$ cat src/rtl/ctrl_pkg.sv
// ==============================
// shared types and opcode patterns for the decode controller
// patterns are matched from bit 31 down and must not overlap
// ==============================

`default_nettype none

package ctrl_pkg;

    // instruction word in register-fetch
    localparam int instr_width = 32;

    // decoded instruction, op_nop covers every unknown encoding
    typedef enum logic [3:0] {
        op_nop   = 4'd0,
        op_addi  = 4'd1,
        op_adds  = 4'd2,
        op_subs  = 4'd3,
        op_b     = 4'd4,
        op_blt   = 4'd5,
        op_cbz   = 4'd6,
        op_ldur  = 4'd7,
        op_ldurb = 4'd8,
        op_stur  = 4'd9,
        op_sturb = 4'd10,
        op_movk  = 4'd11,
        op_movz  = 4'd12
    } opcode_e;

    // ALU operation as the datapath expects it
    typedef enum logic [2:0] {
        alu_pass_b = 3'b000,
        alu_add    = 3'b010,
        alu_sub    = 3'b011
    } aluop_e;

    // I-type, field is bits 31..22
    localparam logic [9:0] opc_addi = 10'b1001000100;

    // R-type flag setting, bits 31..21
    localparam logic [10:0] opc_adds = 11'b10101011000;
    localparam logic [10:0] opc_subs = 11'b11101011000;

    // unconditional branch, bits 31..26
    localparam logic [5:0] opc_b = 6'b000101;

    // conditional branches, bits 31..24
    localparam logic [7:0] opc_blt = 8'b01010100;
    localparam logic [7:0] opc_cbz = 8'b10110100;

    // D-type loads and stores, bits 31..21
    localparam logic [10:0] opc_ldur  = 11'b11111000010;
    localparam logic [10:0] opc_ldurb = 11'b00111000010;
    localparam logic [10:0] opc_stur  = 11'b11111000000;
    localparam logic [10:0] opc_sturb = 11'b00111000000;

    // IM-type wide moves, bits 31..23
    localparam logic [8:0] opc_movk = 9'b111100101;
    localparam logic [8:0] opc_movz = 9'b110100101;

endpackage

`default_nettype wire

$ cat src/rtl/branch_resolver.sv
// ==============================
// branch decision for the slot after a B or B.LT
// same result whatever the current instruction is
// ==============================

`default_nettype none

module branch_resolver (
    input  var logic negative,
    input  var logic overflow,
    input  var logic negative_alu,
    input  var logic overflow_alu,
    input  var logic setflags_ex,
    input  var logic blt_rf,
    input  var logic b_rf,
    output logic     brtaken
);

    logic n_sel;
    logic v_sel;
    logic lt_cond;

    // forward from execute when it is about to write the flags
    assign n_sel = setflags_ex ? negative_alu : negative;
    assign v_sel = setflags_ex ? overflow_alu : overflow;

    // signed less than, N != V
    assign lt_cond = n_sel ^ v_sel;

    // B.LT wins over B, otherwise B is always taken
    assign brtaken = blt_rf ? lt_cond : b_rf;

endmodule

`default_nettype wire

$ cat src/rtl/control_table.sv
// ==============================
// opcode to datapath control word, purely combinational
// unlisted controls are 0, aluop defaults to pass b
// ==============================

`default_nettype none

module control_table (
    input  ctrl_pkg::opcode_e op,
    output ctrl_pkg::aluop_e  aluop,
    output logic              reg2loc,
    output logic              regwr,
    output logic              alusrc,
    output logic              addi,
    output logic              byteop,
    output logic              setflags,
    output logic              setzeroflag,
    output logic              mov,
    output logic              memwr,
    output logic              mem2reg,
    output logic              movk,
    output logic              uncondbr,
    output logic              cbz,
    output logic              blt,
    output logic              b
);

    always_comb begin
        // idle control word, also what op_nop gets
        aluop       = ctrl_pkg::alu_pass_b;
        reg2loc     = 1'b0;
        regwr       = 1'b0;
        alusrc      = 1'b0;
        addi        = 1'b0;
        byteop      = 1'b0;
        setflags    = 1'b0;
        setzeroflag = 1'b0;
        mov         = 1'b0;
        memwr       = 1'b0;
        mem2reg     = 1'b0;
        movk        = 1'b0;
        uncondbr    = 1'b0;
        cbz         = 1'b0;
        blt         = 1'b0;
        b           = 1'b0;

        case (op)
            ctrl_pkg::op_addi: begin
                aluop = ctrl_pkg::alu_add;
                regwr = 1'b1;
                addi  = 1'b1;
            end
            ctrl_pkg::op_adds: begin
                aluop    = ctrl_pkg::alu_add;
                regwr    = 1'b1;
                alusrc   = 1'b1;
                setflags = 1'b1;
            end
            ctrl_pkg::op_subs: begin
                aluop    = ctrl_pkg::alu_sub;
                regwr    = 1'b1;
                alusrc   = 1'b1;
                setflags = 1'b1;
            end
            ctrl_pkg::op_b: begin
                uncondbr = 1'b1;
                b        = 1'b1;
            end
            ctrl_pkg::op_blt: begin
                // condition is resolved one slot later
                blt = 1'b1;
            end
            ctrl_pkg::op_cbz: begin
                // register passes through the ALU for the zero test
                reg2loc     = 1'b1;
                alusrc      = 1'b1;
                setzeroflag = 1'b1;
                cbz         = 1'b1;
            end
            ctrl_pkg::op_ldur: begin
                aluop   = ctrl_pkg::alu_add;
                regwr   = 1'b1;
                mem2reg = 1'b1;
            end
            ctrl_pkg::op_ldurb: begin
                aluop   = ctrl_pkg::alu_add;
                regwr   = 1'b1;
                byteop  = 1'b1;
                mem2reg = 1'b1;
            end
            ctrl_pkg::op_stur: begin
                aluop   = ctrl_pkg::alu_add;
                reg2loc = 1'b1;
                memwr   = 1'b1;
            end
            ctrl_pkg::op_sturb: begin
                aluop   = ctrl_pkg::alu_add;
                reg2loc = 1'b1;
                byteop  = 1'b1;
                memwr   = 1'b1;
            end
            ctrl_pkg::op_movk: begin
                // keep the other halfwords of rd
                reg2loc = 1'b1;
                regwr   = 1'b1;
                alusrc  = 1'b1;
                mov     = 1'b1;
                movk    = 1'b1;
            end
            ctrl_pkg::op_movz: begin
                reg2loc = 1'b1;
                regwr   = 1'b1;
                alusrc  = 1'b1;
                mov     = 1'b1;
            end
            default: begin
                // op_nop, defaults stand
            end
        endcase
    end

endmodule

`default_nettype wire

$ cat src/rtl/decode_controller.sv
// ==============================
// decode-stage controller top, no state and no clock
// all outputs settle in the same cycle as the inputs
// ==============================

`default_nettype none

module decode_controller (
    input  var logic [ctrl_pkg::instr_width-1:0] instruction,
    input  var logic                             negative,
    input  var logic                             overflow,
    input  var logic                             negative_alu,
    input  var logic                             overflow_alu,
    input  var logic                             setflags_ex,
    input  var logic                             blt_rf,
    input  var logic                             b_rf,
    output ctrl_pkg::aluop_e                     aluop,
    output logic                                 reg2loc,
    output logic                                 regwr,
    output logic                                 alusrc,
    output logic                                 addi,
    output logic                                 byteop,
    output logic                                 setflags,
    output logic                                 setzeroflag,
    output logic                                 mov,
    output logic                                 memwr,
    output logic                                 mem2reg,
    output logic                                 movk,
    output logic                                 uncondbr,
    output logic                                 brtaken,
    output logic                                 cbz,
    output logic                                 blt,
    output logic                                 b
);

    ctrl_pkg::opcode_e op;

    opcode_decoder decoder_i (
        .instruction (instruction),
        .op          (op)
    );

    control_table table_i (
        .op          (op),
        .aluop       (aluop),
        .reg2loc     (reg2loc),
        .regwr       (regwr),
        .alusrc      (alusrc),
        .addi        (addi),
        .byteop      (byteop),
        .setflags    (setflags),
        .setzeroflag (setzeroflag),
        .mov         (mov),
        .memwr       (memwr),
        .mem2reg     (mem2reg),
        .movk        (movk),
        .uncondbr    (uncondbr),
        .cbz         (cbz),
        .blt         (blt),
        .b           (b)
    );

    // independent of the decoded opcode
    branch_resolver resolver_i (
        .negative     (negative),
        .overflow     (overflow),
        .negative_alu (negative_alu),
        .overflow_alu (overflow_alu),
        .setflags_ex  (setflags_ex),
        .blt_rf       (blt_rf),
        .b_rf         (b_rf),
        .brtaken      (brtaken)
    );

endmodule

`default_nettype wire

$ cat src/rtl/opcode_decoder.sv
// ==============================
// combinational opcode decode of the register-fetch word
// anything that matches no pattern decodes to op_nop
// ==============================

`default_nettype none

module opcode_decoder (
    input  var logic [ctrl_pkg::instr_width-1:0] instruction,
    output ctrl_pkg::opcode_e                    op
);

    localparam int msb = ctrl_pkg::instr_width - 1;

    // high fields of the word, one per pattern length
    logic [5:0]  field_b;
    logic [7:0]  field_cb;
    logic [8:0]  field_im;
    logic [9:0]  field_i;
    logic [10:0] field_rd;

    assign field_b  = instruction[msb -: 6];
    assign field_cb = instruction[msb -: 8];
    assign field_im = instruction[msb -: 9];
    assign field_i  = instruction[msb -: 10];
    assign field_rd = instruction[msb -: 11];

    // patterns are disjoint, so the order here is free
    always_comb begin
        op = ctrl_pkg::op_nop;

        if (field_i == ctrl_pkg::opc_addi) begin
            op = ctrl_pkg::op_addi;
        end else if (field_rd == ctrl_pkg::opc_adds) begin
            op = ctrl_pkg::op_adds;
        end else if (field_rd == ctrl_pkg::opc_subs) begin
            op = ctrl_pkg::op_subs;
        end else if (field_b == ctrl_pkg::opc_b) begin
            op = ctrl_pkg::op_b;
        end else if (field_cb == ctrl_pkg::opc_blt) begin
            op = ctrl_pkg::op_blt;
        end else if (field_cb == ctrl_pkg::opc_cbz) begin
            op = ctrl_pkg::op_cbz;
        end else if (field_rd == ctrl_pkg::opc_ldur) begin
            op = ctrl_pkg::op_ldur;
        end else if (field_rd == ctrl_pkg::opc_ldurb) begin
            op = ctrl_pkg::op_ldurb;
        end else if (field_rd == ctrl_pkg::opc_stur) begin
            op = ctrl_pkg::op_stur;
        end else if (field_rd == ctrl_pkg::opc_sturb) begin
            op = ctrl_pkg::op_sturb;
        end else if (field_im == ctrl_pkg::opc_movk) begin
            op = ctrl_pkg::op_movk;
        end else if (field_im == ctrl_pkg::opc_movz) begin
            op = ctrl_pkg::op_movz;
        end
    end

endmodule

`default_nettype wire

$ cat config.mk
export PLATFORM = sky130hd
export DESIGN_NAME = decode_controller
export DESIGN_NICKNAME = d
export VERILOG_FILES = /design/src/rtl/ctrl_pkg.sv /design/src/rtl/branch_resolver.sv /design/src/rtl/control_table.sv /design/src/rtl/decode_controller.sv /design/src/rtl/opcode_decoder.sv
export SDC_FILE = /design/constraint.sdc
export NUM_CORES = 1
export LEC_CHECK = 0
export BUFFER_PORTS_ARGS = -buffer_cell sky130_fd_sc_hd__buf_2
export CAP_MARGIN = 5
export CELL_PAD_IN_SITES_DETAIL_PLACEMENT = 2
export CELL_PAD_IN_SITES_GLOBAL_PLACEMENT = 2
export CORE_MARGIN = 10
export CORE_UTILIZATION = 13
export DETAILED_ROUTE_END_ITERATION = 10
export PLACE_DENSITY = 0.9
export RECOVER_POWER = 100
export SLEW_MARGIN = 20
export SYNTH_ARGS = -nofsm -noshare
export SYNTH_HDL_FRONTEND = slang
export SYNTH_SLANG_ARGS = --single-unit
$ cat constraint.sdc
create_clock -name vclk -period 4.11
set_clock_uncertainty 0.2 [all_clocks]
set_input_delay 0.2055 -clock vclk [all_inputs]
set_output_delay 0.2055 -clock vclk [all_outputs]
set_load 0.02 [all_outputs]
==> out/summary.log <==
[clocking] Gates resized, CTS repair 0
[layout] total area of multi-input combinational cells 355.3 um2
[run] maximum capacitance violations 0
[layout] Layout Nets 135
[route] Post-Route WL 2.064 mm
[sta] unrepaired setup endpoints after global routing no
[floorplan] CORE AREA 3003 um2
[sta] highest achievable clock rate 405.2 MHz
[place] total of buffers placed on input and output ports 36
[layout] layout cells sized above 1 27.66%
[floorplan] overall die width 75.41 um
[setup_path] Worst Setup SP instruction[26]
[route] via count 587
[setup_path] critical-path cell list buf_2, or3b_1, nor3_1, a21boi_0, o21a_1, xnor2_2, o21ai_1, clkbuf_1
[layout] sequential cells 0
[setup_path] crit-path max cell delay 450 ps
[route] drt drc 0
[sta] final total negative setup slack 0 ps
[floorplan] die boundary height 75.41 um
[setup_path] kind of launch point of the worst setup path input pin
[min_path] start point of the worst min-delay path instruction[29]
[synthesis] sequential share of the synthesized area 0%
[global_routing] Overall Global Routing Usage 7.124%
[synthesis] Synth warnings 0
[clocking] number of post-CTS setup repair buffers 0
[route] routed wire length per instance 16.25 um
[synthesis] Post-Synthesis Net Count 101
[floorplan] # IOs 58
[sta] slew at the pin closest to its max-slew limit 536.5 ps
[setup_path] highest net fanout along the worst path 5
[min_path] Hold Path Stages 3
[synthesis] number of distinct library cell variants in the gate-level netlist after synthesis 34
[min_path] worst hold endpoint blt
[sta] post-route clock period utilization 60.04%
[power_and_ir_drop] worst ir drop on vdd 18.15 uV
[layout] n_diodes 0
[setup_path] kind of capture point of the worst setup path output port
[setup_path] signal arrival time at the worst endpoint 2060 ps
[setup_path] worst-path cell with the longest stage delay sky130_fd_sc_hd__or3b_1
[setup_path] total number of cells along the worst setup path 8
[setup_path] Top delay family on crit path simple AND/OR/NAND/NOR gates
[outcome] result of the run completed
[place] post-detailed-placement half-perimeter wirelength 1.906 mm
[layout] final std cells w/o fill 127
[clocking] number of buffers inserted by hold repair at cts 0
[route] post-DR vias/cell 4.622
[setup_path] number of buffer and inverter instances along the worst setup path 2
[synthesis] Avg Synthesized Cell Area 6.438 um2
[layout] P&R area growth vs syn 42.01%
[layout] layout filler cell count 387
[sta] final max-slew violation count 0
[sta] worst-case headroom to the max-slew limit 63.96%
[global_routing] largest net degree at the start of global routing 10
[layout] area taken by flip-flops and latches 0 um2
[floorplan] effective utilization at floorplan 13.29%
[floorplan] floorplan die area 5687 um2
[global_routing] vias in the first global route 670
[floorplan] number of rows in the core area 20
[power_and_ir_drop] leakage power figure 0.0002165 uW
[route] starting DRC count in detailed routing 22
[place] number of instances in the placed design 127
[setup_path] required time of the critical path 3700 ps
[global_routing] wire length of the first global-routing pass 3.339 mm
[sta] post-route minimum period 2468 ps
[layout] clock buffers 0
[synthesis] Synth Cell Area 399.1 um2
[min_path] type of the tightest min-delay check in2out
[sta] Hold Vio Cnt, Final 0
[synthesis] cell count after synthesis 62
[power_and_ir_drop] power per standard cell area 60.16 nW/um2
[route] antenna viol nets, final 0
[global_routing] total grt overflow 0
[route] number of detailed-route iterations in the first pass 4
[place] final weighted congestion of routability-driven global placement 0.8668
[sta] final setup violation count 0
[global_routing] antenna violations before repair 0
[setup_path] Setup Crit Path Kind in2out
==> worst min-delay path, cell delays in order <==
cell and delay (ps):
sky130_fd_sc_hd__buf_2 150, sky130_fd_sc_hd__nor4_1 90, sky130_fd_sc_hd__buf_2 160
==> where the power goes <==
part | internal, uW | switching, uW | leakage [uW]
clock | 0 | 0 | 0
sequential | 0 | 0 | 0
combinational | 13.7 | 20.4 | 0.000216
==> cells in the final DEF (no fill, tap or decap), types with 2 or more instances in the layout <==
cell type / n
sky130_fd_sc_hd__inv_1: 3
sky130_fd_sc_hd__o21ai_1: 2
sky130_fd_sc_hd__nand2b_1: 2
sky130_fd_sc_hd__nor3_1: 5
sky130_fd_sc_hd__nand2_1: 6
sky130_fd_sc_hd__buf_2: 19
sky130_fd_sc_hd__nor2_1: 9
sky130_fd_sc_hd__clkbuf_1: 17
sky130_fd_sc_hd__nand3_1: 2
sky130_fd_sc_hd__o21ai_0: 5
==> layout make-up <==
| cell class | count | share of cell area [%] |
|---|---|---|
| Inverter | 3 | 1.987 |
| Multi-Input combinational cell | 55 | 62.69 |
| Tap cell | 33 | 7.285 |
| Timing Repair Buffer | 36 | 28.04 |
==> cell usage after synthesis (all sizes together) <==
| cell type | count | area share, % |
|---|---|---|
| nand2 | 6 | 5.6 |
| a311oi | 1 | 3.8 |
| nor3 | 5 | 6.3 |
| or3b | 1 | 2.2 |
| or2 | 1 | 1.6 |
| a21boi | 1 | 1.9 |
| nor2 | 9 | 8.5 |
| xor2 | 1 | 2.2 |
| inv | 3 | 2.8 |
| or4 | 1 | 1.9 |
| nand4bb | 1 | 2.8 |
| nand3b | 1 | 1.9 |
| buf | 3 | 5.6 |
| a41oi | 1 | 2.2 |
| nor4 | 1 | 3.1 |
| o21a | 1 | 1.9 |
| clkbuf | 1 | 0.94 |
| nor4bb | 1 | 2.5 |
| a21oi | 2 | 3.4 |
| conb | 1 | 0.94 |
| or3 | 1 | 2.8 |
| or4b | 1 | 2.5 |
| and3b | 1 | 2.2 |
| o21ai | 7 | 8.8 |
| a22o | 1 | 2.2 |
| nand2b | 2 | 3.1 |
| a211oi | 1 | 3.1 |
| xnor2 | 2 | 6.3 |
| nand3 | 2 | 2.5 |
| nor2b | 1 | 1.6 |
| mux2 | 1 | 2.8 |
==> metrics by stage <==
step / utilization (%) / worst slack (ps) / cell area (um2) / power (uW) / hold slack (ps)
6_report: 18.88 / 1642 / 566.8 / 34.10 / 621.5
5_1_grt: 18.88 / 1478 / 566.8 / 38.26 / 655.5
4_1_cts: 19.79 / 1713 / 594.3 / 35.43 / 574.3
3_5_place_dp: 19.79 / 1717 / 594.3 / 35.29 / 572.2
3_3_place_gp: 19.79 / 1769 / 594.3 / 32.89 / 558.9
2_1_floorplan: - / 1619 / 399.1 / 17.69 / 267.2
==> routing by layer <==
layer	track usage (%)	wire length, um
met5	0	0
met4	0	0
met3	2.995	280
met2	14.54	1096
met1	6.741	687
==> worst max path at each step <==
stage               end  slack [ps]
5_1_grt         reg2loc        1480
3_3_place_gp    reg2loc        1770
4_1_cts        aluop[1]        1710
6_report        reg2loc        1640
2_1_floorplan  aluop[1]        1620
3_5_place_dp   aluop[1]        1720
==> kinds of logic (layout without fill, tap and decap cells) <==
group                  after synthesis  in the layout  synth area share [%]
AND/OR/NAND/NOR                     35             35                 51.10
AO/OA/AOI/OAI                       15             15                 27.27
buffers and inverters                7             39                 9.403
XOR/XNOR                             3              3                 8.466
other                                1              1                0.9395
multiplexers                         1              1                 2.821
Note: power is estimated with default switching activity, not from simulation.
